==> config.mk <==
export PLATFORM = sky130hd
export DESIGN_NAME = link_ctrl_top
export DESIGN_NICKNAME = d
export VERILOG_FILES = /design/src/hw/umi_pkg.sv /design/src/hw/link_cfg_pkg.sv /design/src/hw/reg_bus_if.sv /design/src/hw/umi_reg_endpoint.sv /design/src/hw/link_state_tracker.sv /design/src/hw/link_ctrl_regs.sv /design/src/hw/link_ctrl_top.sv
export SDC_FILE = /design/constraint.sdc
export NUM_CORES = 1
export LEC_CHECK = 0
export ABC_AREA = 1
export ABC_CLOCK_PERIOD_IN_PS = 8200
export BUFFER_PORTS_ARGS = -buffer_cell sky130_fd_sc_hd__clkbuf_2
export CORE_AREA = 2 2 196 198
export CTS_BUF_LIST = sky130_fd_sc_hd__clkbuf_8
export CTS_CLUSTER_SIZE = 28
export DETAILED_ROUTE_END_ITERATION = 8
export DIE_AREA = 0 0 198 200
export PLACE_DENSITY = 0.63
export SYNTH_ARGS = -nofsm -noshare
export SYNTH_HDL_FRONTEND = slang
export SYNTH_SLANG_ARGS = --single-unit
export TNS_END_PERCENT = 30
==> constraint.sdc <==
create_clock -name clk -period 8.2 [get_ports clk]
set_clock_uncertainty 0.2 [all_clocks]
set_input_delay 0.41 -clock clk [delete_from_list [all_inputs] [get_ports clk]]
set_output_delay 0.41 -clock clk [all_outputs]
set_load 0.05 [all_outputs]
==> src/hw/umi_pkg.sv <==
// umi package: bus widths, opcodes and command word field positions
package umi_pkg;

   //####################################################################
   // bus widths
   //####################################################################
   localparam int UMI_AW = 64;         // address width
   localparam int UMI_CW = 32;         // command width
   localparam int UMI_RW = 32;         // register data width

   //####################################################################
   // command word layout
   //####################################################################
   localparam int CMD_OPCODE_LSB = 0;  // opcode [4:0]
   localparam int CMD_SIZE_LSB   = 5;  // size [7:5]
   localparam int CMD_LEN_LSB    = 8;  // length [15:8]

   localparam int OPCODE_W = 5;
   localparam int SIZE_W   = 3;
   localparam int LEN_W    = 8;

   //####################################################################
   // opcodes
   //####################################################################
   // requests, odd codes
   localparam logic [OPCODE_W-1:0] OP_REQ_RD     = 5'd1;  // read
   localparam logic [OPCODE_W-1:0] OP_REQ_WR     = 5'd3;  // write, acked
   localparam logic [OPCODE_W-1:0] OP_REQ_POSTED = 5'd5;  // write, no response

   // responses, even codes
   localparam logic [OPCODE_W-1:0] OP_RESP_RD = 5'd2;     // read data
   localparam logic [OPCODE_W-1:0] OP_RESP_WR = 5'd4;     // write ack

endpackage

==> src/hw/link_cfg_pkg.sv <==
// link config package: register map, field layout, reset values, credit sizing
package link_cfg_pkg;

   //####################################################################
   // register map, byte offsets, decoded on addr[7:2]
   //####################################################################
   localparam logic [7:0] REG_CTRL       = 8'h00;
   localparam logic [7:0] REG_STATUS     = 8'h04;
   localparam logic [7:0] REG_TXMODE     = 8'h10;
   localparam logic [7:0] REG_RXMODE     = 8'h14;
   localparam logic [7:0] REG_CRDTINIT   = 8'h20;
   localparam logic [7:0] REG_CRDTINTRVL = 8'h24;
   localparam logic [7:0] REG_CRDTSTAT   = 8'h28;  // read only, external

   //####################################################################
   // fields
   //####################################################################
   localparam int CTRL_ARBMODE_LSB  = 4;   // arbiter mode, 2 bits
   localparam int ARBMODE_W         = 2;
   localparam int STATUS_LINK_BIT   = 4;   // live link state
   localparam int MODE_EN_BIT       = 0;   // tx/rx enable
   localparam int TXMODE_CRDTEN_BIT = 4;   // credit updates on
   localparam int MODE_IOW_LSB      = 16;  // io width code, 8 bits
   localparam int IOW_W             = 8;

   // credit update interval after reset
   localparam logic [15:0] CRDT_INTRVL_RESET = 16'h0010;

   //####################################################################
   // credit sizing
   //####################################################################
   localparam int RX_FIFO_W = 8;             // bits per rx fifo
   localparam int N_FIFO    = 8;             // parallel rx fifos
   localparam int PKT_W     = 128 + 64 + 64 + 32;  // data + two addr + cmd
   // one spare slot plus each lane's share of a full packet
   localparam int CRDT_DEPTH = 1 + (PKT_W / RX_FIFO_W) / N_FIFO;
   localparam logic [15:0] TOT_CRDT = 16'(CRDT_DEPTH * N_FIFO);  // 40

endpackage

==> src/hw/reg_bus_if.sv <==
`timescale 1ns/1ps
// register strobe bus between the umi endpoint and the register file
interface reg_bus_if;
   import umi_pkg::*;

   logic [UMI_AW-1:0] addr;    // full request address, regs decode [7:2]
   logic              write;   // one-cycle write strobe
   logic              read;    // one-cycle read strobe
   logic [UMI_RW-1:0] wrdata;  // write payload
   logic [UMI_RW-1:0] rddata;  // valid the cycle after read

   // endpoint side
   modport master
     (
      output addr,
      output write,
      output read,
      output wrdata,
      input  rddata
      );

   // register file side
   modport slave
     (
      input  addr,
      input  write,
      input  read,
      input  wrdata,
      output rddata
      );

endinterface

==> src/hw/umi_reg_endpoint.sv <==
`timescale 1ns/1ps
// umi register endpoint: single request intake, register strobes, response builder
module umi_reg_endpoint
  (
   input  logic                       clk,
   input  logic                       nreset,
   // request from host
   input  logic                       req_valid,
   input  logic [umi_pkg::UMI_CW-1:0] req_cmd,
   input  logic [umi_pkg::UMI_AW-1:0] req_dstaddr,
   input  logic [umi_pkg::UMI_AW-1:0] req_srcaddr,
   input  logic [umi_pkg::UMI_RW-1:0] req_data,
   output logic                       req_ready,
   // response to host
   output logic                       resp_valid,
   output logic [umi_pkg::UMI_CW-1:0] resp_cmd,
   output logic [umi_pkg::UMI_AW-1:0] resp_dstaddr,
   output logic [umi_pkg::UMI_AW-1:0] resp_srcaddr,
   output logic [umi_pkg::UMI_RW-1:0] resp_data,
   input  logic                       resp_ready,
   // register side
   reg_bus_if.master                  bus
   );

   import umi_pkg::*;

   logic [OPCODE_W-1:0] req_opcode;
   logic                req_fire;      // request transfer this cycle
   logic                is_read;
   logic                is_ackwrite;
   logic                is_posted;
   logic                need_resp;     // read or acked write
   logic [UMI_CW-1:0]   resp_cmd_next;
   logic                resp_pend;     // response waiting for host
   logic                resp_is_read;  // selects rddata onto resp_data

   //####################################################################
   // request decode
   //####################################################################
   assign req_opcode  = req_cmd[CMD_OPCODE_LSB +: OPCODE_W];
   assign is_read     = (req_opcode == OP_REQ_RD);
   assign is_ackwrite = (req_opcode == OP_REQ_WR);
   assign is_posted   = (req_opcode == OP_REQ_POSTED);
   assign need_resp   = is_read | is_ackwrite;

   assign req_ready = ~resp_pend;              // one request in flight
   assign req_fire  = req_valid & req_ready;

   // strobes go out in the accept cycle, unknown opcodes dropped
   assign bus.read   = req_fire & is_read;
   assign bus.write  = req_fire & (is_ackwrite | is_posted);
   assign bus.addr   = req_dstaddr;
   assign bus.wrdata = req_data;

   //####################################################################
   // response
   //####################################################################
   always_comb
   begin
      resp_cmd_next = '0;                      // unused cmd bits zero
      resp_cmd_next[CMD_OPCODE_LSB +: OPCODE_W] = is_read ? OP_RESP_RD : OP_RESP_WR;
      resp_cmd_next[CMD_SIZE_LSB +: SIZE_W] = req_cmd[CMD_SIZE_LSB +: SIZE_W];
      resp_cmd_next[CMD_LEN_LSB +: LEN_W]   = req_cmd[CMD_LEN_LSB +: LEN_W];
   end

   // pending flag, set on accept, cleared on host handshake
   always_ff @(posedge clk or negedge nreset)
      if (!nreset)
      begin
         resp_pend    <= 1'b0;
         resp_is_read <= 1'b0;
      end
      else if (req_fire && need_resp)
      begin
         resp_pend    <= 1'b1;
         resp_is_read <= is_read;
      end
      else if (resp_pend && resp_ready)
         resp_pend <= 1'b0;

   // payload held while pending, addresses swapped
   always_ff @(posedge clk)
      if (req_fire && need_resp)
      begin
         resp_cmd     <= resp_cmd_next;
         resp_dstaddr <= req_srcaddr;          // back to requester
         resp_srcaddr <= req_dstaddr;
      end

   assign resp_valid = resp_pend;

   // rddata lands with resp_valid and stays put, no reads while pending
   assign resp_data = resp_is_read ? bus.rddata : '0;

endmodule

==> src/hw/link_state_tracker.sv <==
`timescale 1ns/1ps
// link state tracker: qualified link-active level and its rising-edge pulse
module link_state_tracker
  (
   input  logic clk,
   input  logic nreset,
   input  logic device_mode,     // 1 = device side
   input  logic device_ready,    // brick controller ready
   input  logic phy_linkactive,  // raw level from phy
   output logic link_active,
   output logic link_rise        // one-cycle pulse
   );

   logic link_qual;    // sampling allowed
   logic link_dly;     // link_active one cycle back

   // host always samples, device waits for ready
   assign link_qual = ~device_mode | device_ready;

   always_ff @(posedge clk or negedge nreset)
      if (!nreset)
         link_active <= 1'b0;
      else if (link_qual)
         link_active <= phy_linkactive;   // else hold last state

   //####################################################################
   // edge detect, registered so the pulse trails link_active by one
   //####################################################################
   always_ff @(posedge clk or negedge nreset)
      if (!nreset)
      begin
         link_dly  <= 1'b0;
         link_rise <= 1'b0;
      end
      else
      begin
         link_dly  <= link_active;
         link_rise <= link_active & ~link_dly;
      end

endmodule

==> src/hw/link_ctrl_regs.sv <==
`timescale 1ns/1ps
// link control registers: config state, write decode, read mux, link control levels
module link_ctrl_regs
  (
   input  logic        clk,
   input  logic        nreset,
   reg_bus_if.slave    bus,
   // link state
   input  logic        link_active,
   input  logic        link_rise,             // load defaults
   input  logic [7:0]  phy_iow,               // phy io width code
   input  logic [31:0] csr_txcrdt_status,     // read back only
   // control levels
   output logic [1:0]  csr_arbmode,
   output logic        csr_txen,
   output logic        csr_txcrdt_en,
   output logic [7:0]  csr_txiowidth,
   output logic        csr_rxen,
   output logic [7:0]  csr_rxiowidth,
   output logic [15:0] csr_txcrdt_intrvl,
   output logic [15:0] csr_rxcrdt_req_init,
   output logic [15:0] csr_rxcrdt_resp_init
   );

   import umi_pkg::*;
   import link_cfg_pkg::*;

   logic [UMI_RW-1:0] ctrl_reg;
   logic [UMI_RW-1:0] status_word;       // live, no storage
   logic [UMI_RW-1:0] txmode_reg;
   logic [UMI_RW-1:0] rxmode_reg;
   logic [UMI_RW-1:0] crdt_init_reg;     // resp [31:16], req [15:0]
   logic [15:0]       crdt_intrvl_reg;

   logic [UMI_RW-1:0] txmode_dflt;
   logic [UMI_RW-1:0] rxmode_dflt;
   logic [15:0]       crdt_dflt;

   logic [5:0]        word_sel;          // addr[7:2]
   logic              wr_ctrl;
   logic              wr_txmode;
   logic              wr_rxmode;
   logic              wr_crdt_init;
   logic              wr_crdt_intrvl;

   //####################################################################
   // write decode
   //####################################################################
   assign word_sel       = bus.addr[7:2];
   assign wr_ctrl        = bus.write & (word_sel == REG_CTRL[7:2]);
   assign wr_txmode      = bus.write & (word_sel == REG_TXMODE[7:2]);
   assign wr_rxmode      = bus.write & (word_sel == REG_RXMODE[7:2]);
   assign wr_crdt_init   = bus.write & (word_sel == REG_CRDTINIT[7:2]);
   assign wr_crdt_intrvl = bus.write & (word_sel == REG_CRDTINTRVL[7:2]);
   // status is read only, writes to it fall through

   //####################################################################
   // link-up defaults, sampled from phy
   //####################################################################
   always_comb
   begin
      txmode_dflt = '0;
      txmode_dflt[MODE_IOW_LSB +: IOW_W] = phy_iow;
      txmode_dflt[TXMODE_CRDTEN_BIT]     = 1'b1;
      txmode_dflt[MODE_EN_BIT]           = 1'b1;
      rxmode_dflt = '0;
      rxmode_dflt[MODE_IOW_LSB +: IOW_W] = phy_iow;
      rxmode_dflt[MODE_EN_BIT]           = 1'b1;
   end

   // credits scale with io width, truncated to 16 bits
   assign crdt_dflt = TOT_CRDT << phy_iow;

   //####################################################################
   // registers, link_rise wins over a write in the same cycle
   //####################################################################
   always_ff @(posedge clk or negedge nreset)
      if (!nreset)
         ctrl_reg <= '0;
      else if (wr_ctrl)
         ctrl_reg <= bus.wrdata;

   always_ff @(posedge clk or negedge nreset)
      if (!nreset)
      begin
         txmode_reg    <= '0;
         rxmode_reg    <= '0;
         crdt_init_reg <= '0;
      end
      else if (link_rise)
      begin
         txmode_reg    <= txmode_dflt;
         rxmode_reg    <= rxmode_dflt;
         crdt_init_reg <= {crdt_dflt, crdt_dflt};   // resp, req
      end
      else
      begin
         if (wr_txmode)
            txmode_reg <= bus.wrdata;
         if (wr_rxmode)
            rxmode_reg <= bus.wrdata;
         if (wr_crdt_init)
            crdt_init_reg <= bus.wrdata;
      end

   always_ff @(posedge clk or negedge nreset)
      if (!nreset)
         crdt_intrvl_reg <= CRDT_INTRVL_RESET;
      else if (wr_crdt_intrvl)
         crdt_intrvl_reg <= bus.wrdata[15:0];   // upper half dropped

   always_comb
   begin
      status_word = '0;
      status_word[STATUS_LINK_BIT] = link_active;
   end

   //####################################################################
   // read mux, registered on the read strobe
   //####################################################################
   always_ff @(posedge clk)
      if (bus.read)
         case (word_sel)
            REG_CTRL[7:2]       : bus.rddata <= ctrl_reg;
            REG_STATUS[7:2]     : bus.rddata <= status_word;
            REG_TXMODE[7:2]     : bus.rddata <= txmode_reg;
            REG_RXMODE[7:2]     : bus.rddata <= rxmode_reg;
            REG_CRDTINIT[7:2]   : bus.rddata <= crdt_init_reg;
            REG_CRDTINTRVL[7:2] : bus.rddata <= {16'h0000, crdt_intrvl_reg};
            REG_CRDTSTAT[7:2]   : bus.rddata <= csr_txcrdt_status;
            default             : bus.rddata <= '0;   // unmapped
         endcase

   //####################################################################
   // control outputs
   //####################################################################
   assign csr_arbmode   = ctrl_reg[CTRL_ARBMODE_LSB +: ARBMODE_W];
   assign csr_txen      = link_active & txmode_reg[MODE_EN_BIT];  // off when link down
   assign csr_txcrdt_en = txmode_reg[TXMODE_CRDTEN_BIT];
   assign csr_txiowidth = txmode_reg[MODE_IOW_LSB +: IOW_W];
   assign csr_rxen      = link_active & rxmode_reg[MODE_EN_BIT];
   assign csr_rxiowidth = rxmode_reg[MODE_IOW_LSB +: IOW_W];

   assign csr_txcrdt_intrvl    = crdt_intrvl_reg;
   assign csr_rxcrdt_req_init  = crdt_init_reg[15:0];
   assign csr_rxcrdt_resp_init = crdt_init_reg[31:16];

endmodule

==> src/hw/link_ctrl_top.sv <==
`timescale 1ns/1ps
// link control top: umi register port, link tracking and control register file
module link_ctrl_top
  (
   input  logic                       clk,
   input  logic                       nreset,
   input  logic                       devicemode,      // 1 = device side
   input  logic                       deviceready,
   // phy
   input  logic                       phy_linkactive,
   input  logic [7:0]                 phy_iow,
   // umi request
   input  logic                       req_valid,
   input  logic [umi_pkg::UMI_CW-1:0] req_cmd,
   input  logic [umi_pkg::UMI_AW-1:0] req_dstaddr,
   input  logic [umi_pkg::UMI_AW-1:0] req_srcaddr,
   input  logic [umi_pkg::UMI_RW-1:0] req_data,
   output logic                       req_ready,
   // umi response
   output logic                       resp_valid,
   output logic [umi_pkg::UMI_CW-1:0] resp_cmd,
   output logic [umi_pkg::UMI_AW-1:0] resp_dstaddr,
   output logic [umi_pkg::UMI_AW-1:0] resp_srcaddr,
   output logic [umi_pkg::UMI_RW-1:0] resp_data,
   input  logic                       resp_ready,
   // link controls
   output logic                       host_linkactive,
   output logic [1:0]                 csr_arbmode,
   output logic                       csr_txen,
   output logic                       csr_txcrdt_en,
   output logic [7:0]                 csr_txiowidth,
   output logic                       csr_rxen,
   output logic [7:0]                 csr_rxiowidth,
   output logic [15:0]                csr_txcrdt_intrvl,
   output logic [15:0]                csr_rxcrdt_req_init,
   output logic [15:0]                csr_rxcrdt_resp_init,
   input  logic [31:0]                csr_txcrdt_status
   );

   logic link_active;
   logic link_rise;

   reg_bus_if bus_i ();   // endpoint to register file

   umi_reg_endpoint endpoint_i
     (
      .clk          (clk),
      .nreset       (nreset),
      .req_valid    (req_valid),
      .req_cmd      (req_cmd),
      .req_dstaddr  (req_dstaddr),
      .req_srcaddr  (req_srcaddr),
      .req_data     (req_data),
      .req_ready    (req_ready),
      .resp_valid   (resp_valid),
      .resp_cmd     (resp_cmd),
      .resp_dstaddr (resp_dstaddr),
      .resp_srcaddr (resp_srcaddr),
      .resp_data    (resp_data),
      .resp_ready   (resp_ready),
      .bus          (bus_i.master)
      );

   link_state_tracker tracker_i
     (
      .clk            (clk),
      .nreset         (nreset),
      .device_mode    (devicemode),
      .device_ready   (deviceready),
      .phy_linkactive (phy_linkactive),
      .link_active    (link_active),
      .link_rise      (link_rise)
      );

   link_ctrl_regs regs_i
     (
      .clk                  (clk),
      .nreset               (nreset),
      .bus                  (bus_i.slave),
      .link_active          (link_active),
      .link_rise            (link_rise),
      .phy_iow              (phy_iow),
      .csr_txcrdt_status    (csr_txcrdt_status),
      .csr_arbmode          (csr_arbmode),
      .csr_txen             (csr_txen),
      .csr_txcrdt_en        (csr_txcrdt_en),
      .csr_txiowidth        (csr_txiowidth),
      .csr_rxen             (csr_rxen),
      .csr_rxiowidth        (csr_rxiowidth),
      .csr_txcrdt_intrvl    (csr_txcrdt_intrvl),
      .csr_rxcrdt_req_init  (csr_rxcrdt_req_init),
      .csr_rxcrdt_resp_init (csr_rxcrdt_resp_init)
      );

   assign host_linkactive = link_active;   // qualified level out to host logic

endmodule

# Yosys cells after proc, flatten, opt, wreduce, memory -nomap -nowiden
# Index checks and enable logic that the tools add are counted.
# Widths: inputs -> output; s select.
# word_totals
latchBits,0
mem_bits_rw,0
register_bits,325
out_inout_bits,264
rom_bits,0
elab_cells,59
n_memories,0
in_bits,239
# op_classes
add_sub_neg,0
n_shift,1
magnitude_cmp,0
bitwise_logic,17
muxes,11
div_mod_pow,0
eq_ne,9
multipliers,0
reduce_logical,7
# op_table
cell,n
$mux 32,7
$pmux 32 s7,1
$eq 6x4->1 const B,3
$shl 6x8->16 const A,1
$eq 6x3->1 const B,2
$and 1x1->1,11
$reduce_bool 2->1,4
$eq 6x1->1 const B,1
$logic_not 6->1,1
$eq 5x1->1 const B,1
$eq 5x2->1 const B,1
$eq 5x3->1 const B,1
$mux 3,1
$not 1->1,3
$or 1x1->1,3
$logic_and 1x1->1,2
$mux 1,2

# Logic depth before layout (Yosys ltp)
# logic_depth
word_depth,6
depth_mapped,10
mapped_depth_nobuf,9

# Cells and area by module
# Synthesis repeated with hierarchy kept, for this count alone.
# unflattened
cells_unflattened,1389
area_unflattened_um2,14024.7
# by_module_without_submodules
mod,seq_area_each_um2,cells_per_inst,area_each_um2,n_inst
link_ctrl_regs,4565.6,1028,8365.5,1
umi_reg_endpoint,4284.1,351,5556.6,1
link_state_tracker,75.1,10,102.6,1

# Worst setup path after synthesis
# No wires, ideal clock.
# synth_path
kind,register to register
startpoint,reg endpoint_i.resp_pend (netlist: endpoint_i.resp_valid)
endpoint,reg endpoint_i.resp_cmd[10] (netlist bit) (enable)
arrival_time_ns,4.171
path_buffers,0
required_time_ns,7.506
setup_slack_ns,3.336
period_less_slack_ns,4.864
setup_time_ns,0.494
path_stages_with_launch,6
path_cell_list,dfrtp_1 inv_1 nand3_1 nor2_2 nand2_1 inv_1
# synth_via
elab_chain_len,3
# synth_rtl
element,line,source
from (decl),umi_reg_endpoint.sv:34,logic resp_pend;
from (signal assigned),umi_reg_endpoint.sv:70,resp_pend <= 1'b0;
from (signal assigned),umi_reg_endpoint.sv:75,resp_pend <= 1'b1;
from (signal assigned),umi_reg_endpoint.sv:79,resp_pend <= 1'b0;
$not 1->1,umi_reg_endpoint.sv:46,assign req_ready = ~resp_pend;
named net req_ready,link_ctrl_top.sv:18,"output logic req_ready,"
$and 1x1->1,umi_reg_endpoint.sv:47,assign req_fire = req_valid & req_ready;
$logic_and 1x1->1,umi_reg_endpoint.sv:83,if (req_fire && need_resp)
to (signal assigned),umi_reg_endpoint.sv:85,resp_cmd <= resp_cmd_next;
to (decl),umi_reg_endpoint.sv:16,"output logic [umi_pkg::UMI_CW-1:0] resp_cmd,"
# The timed path passes the listed nets, and every way through them passes these cells.
# A chain may end at the register's enable or synchronous reset.

# Worst setup path after layout
# layout_path
startpoint,reg tracker_i.link_rise
endpoint,reg regs_i.crdt_init_reg[11]
# layout_via
elab_chain_len,1
elab_cells_between_ends,2
cone_classes,mux: 1; reduce/logical: 1
# layout_rtl
element,line,source
from (decl),link_state_tracker.sv:11,output logic link_rise
from (signal assigned),link_state_tracker.sv:38,link_rise <= link_active & ~link_dly;
$mux 32 / $reduce_bool 2->1 (equally long branches),n/a,
to (signal assigned),link_ctrl_regs.sv:94,"crdt_init_reg <= {crdt_dflt, crdt_dflt};"
to (signal assigned),link_ctrl_regs.sv:103,crdt_init_reg <= bus.wrdata;
to (decl),link_ctrl_regs.sv:32,logic [UMI_RW-1:0] crdt_init_reg;
# Several ways; a longest one is shown, not always the timed one.

==> reports/metrics.cfg <==
[critical_path]
cp_max_fo = 35
reg2reg_slack_ns = 5.08
r2r_cells = 7
r2r-end = regs_i.crdt_init_reg[11]
crit_path_start = tracker_i.link_rise
crit_path_end = regs_i.crdt_init_reg[11]
critPathArrivalTime_ns = 3.45
required_ns = 8.52
startpoint_type = register
criticalPathCategory = register to register
cp-end-kind = register
r2r_start = tracker_i.link_rise

[finish]
design_area_sq_um = 18840
finalNetCount = 2147
largestRegisters = endpoint_i.resp_dstaddr (64), endpoint_i.resp_srcaddr (64)
final_cells = 2469
area_growth_pct = 43.15
drive_above_1_share = 0.2946
final_common_cell = clkbuf_2
n_fill_cell = 3396
mostFrequentLayoutCells = clkbuf_2 (466), nand2_1 (357), dlygate4sd3_1 (205)

[routing]
drc = 0
firstDrtPassIters = 5
vias_per_cell = 4.662
num_vias = 11510
routed_wl_microns = 49660
ant_nets = 0
drtIter0Drc = 709
wl_per_cell_microns = 20.11

[die]
dieArea_sq_um = 39600
die_h_microns = 200
core-area_sq_um = 37400
rows = 71
io_pins = 503
start_util = 0.3518
dieWidth_microns = 198

[timing]
slew-limit-headroom = 0.2723
final_max_slew_viol_count = 0
tns_ns = 0
fmax_mhz = 320.0
rsz0062_at_grt = no
final-hold-violation-count = 0
fin_ws_ns = 5.075
min_period_ns = 3.125
tightest_slew_ns = 1.089
fin_crit_sh = 0.3811
setup_viol = 0

[grt]
grt_overflow = 0
grt_max_degree = 94
grt_pass1_vias = 11440
grt_pass1_wl_microns = 71130
grt.total_usage = 0.2446
antenna_found_initial = 6

[worst_hold_path]
min_path_type = input port to register
hp-start = csr_txcrdt_status[2]

[place]
dpl_worst_slack_ns = 4.987
place_area_sq_um = 15760
post-dp-hpwl_microns = 34180
dp_cells = 2156
portBuffers = 467
gp_routability_congestion = 0.8278

[run]
timing.max_cap.violations = 0

[synthesis]
ys_seq_elements = 322
synthesis.area_sq_um = 13160
ys_types = 35
syn_inst = 1237
ys_warn_count = 0
syn_area_per_cell_sq_um = 10.64
seq_area_frac_synth = 0.6782

[status]
outcome = completed

[clocking]
cts_hold_buf = 205
clkSinkCount = 322
cts_max_level = 2
cts_tree = yes
clk_pin_slew_ns = 0.06
worstSkewPairLatency_ns = 0.63
cts_resized = 0
root_buffer = clkbuf_8
cts_buffers = 56
clk_path_buf_depth = 3
cts_setup_buffers = 0

[power_and_ir_drop]
power.total_mw = 4.001
p_per_area_nw_per_um2 = 212.4
leakagePower_nw = 9.279
ir_worst_vdd_mv = 0.1349

worst min-delay path by stage:
stage | endpoint | slack [ns] | depth (start not counted)
after detailed placement | tracker_i.link_rise | 0.19 | 1
after global routing | regs_i.bus.rddata[2] | 0.04 | 4
final | regs_i.bus.rddata[2] | 0.06 | 4
after CTS | regs_i.bus.rddata[16] | 0.004 | 5
after floorplan | endpoint_i.resp_is_read | -0.09 | 0
after global placement | tracker_i.link_rise | 0.20 | 1
logic make-up after synthesis:
group                     count (synthesis)  share of synthesized area
other                                     1                  0.0002850
xor gates and xnor gates                  1                   0.001236
and+or+nand+nor                         465                     0.1479
AOI/OAI and AO/OA                       209                    0.08757
buffers and inverters                   239                    0.08481
DFF                                     322                     0.6782
critical path, cell delays in order (launching register included):
cell and delay (ns):
dfrtp_1 0.36, buf_4 0.23, inv_2 0.60, nand2_2 0.63, inv_2 0.71, nand2_1 0.11, nand2_1 0.09, inv_1 0.04
metrics by stage:
| stage | util | hold WS [ns] |
|---|---|---|
| after floorplan | - | -0.08559 |
| after global placement | 0.4214 | 0.1981 |
| after detailed placement | 0.4214 | 0.1945 |
| after CTS | 0.5033 | 0.003628 |
| after global routing | 0.5036 | 0.04451 |
| final | 0.5037 | 0.06146 |
synthesized netlist by cell type, drive strengths merged:
| cell | n | area (sq um) |
|---|---|---|
| dfstp | 1 | 26.28 |
| a31oi | 1 | 6.260 |
| nand3b | 15 | 112.6 |
| o21a | 1 | 7.510 |
| edfxtp | 173 | 5195 |
| xor2 | 1 | 16.27 |
| nand2 | 361 | 1375 |
| clkbuf | 15 | 56.30 |
| nor2 | 51 | 251.5 |
| inv | 151 | 566.8 |
| nand4 | 4 | 25.02 |
| nand3 | 31 | 165.2 |
| conb | 1 | 3.750 |
| nor3 | 2 | 10.01 |
| buf | 72 | 488.0 |
| or2 | 1 | 6.260 |
| o22ai | 13 | 81.33 |
| a21oi | 9 | 45.04 |
| a22oi | 29 | 217.7 |
| clkinv | 1 | 5.000 |
| o21ai | 155 | 787.0 |
| dfrtp | 148 | 3704 |
| a21boi | 1 | 7.510 |
layout make-up:
| class | instances | area, sq um | share of cell area |
|---|---|---|---|
| antenna | 6 | 15.01 | 0.0007971 |
| clock buffer | 61 | 839.6 | 0.04457 |
| clock inverter | 41 | 170.2 | 0.009034 |
| inverter | 152 | 576.8 | 0.03062 |
| multi-input combinational | 694 | 3201 | 0.1699 |
| sequential | 322 | 8925 | 0.4738 |
| tap | 511 | 639.4 | 0.03394 |
| timing repair buffer | 682 | 4471 | 0.2373 |
metal layers:
layer | global-route usage | part of all wire
met1 | 0.2940 | 0.39
met2 | 0.4100 | 0.48
met3 | 0.05578 | 0.075
met5 | 0 | 0.00026
met4 | 0.1339 | 0.050
power by group:
group          switching (mW)  internal, mW  total, mW  leakage, nW
clock network           0.690         0.679       1.37        0.599
registers              0.0651          1.81       1.87         3.51
logic                   0.544         0.213      0.757         5.17
(Power assumes the default switching activity.)
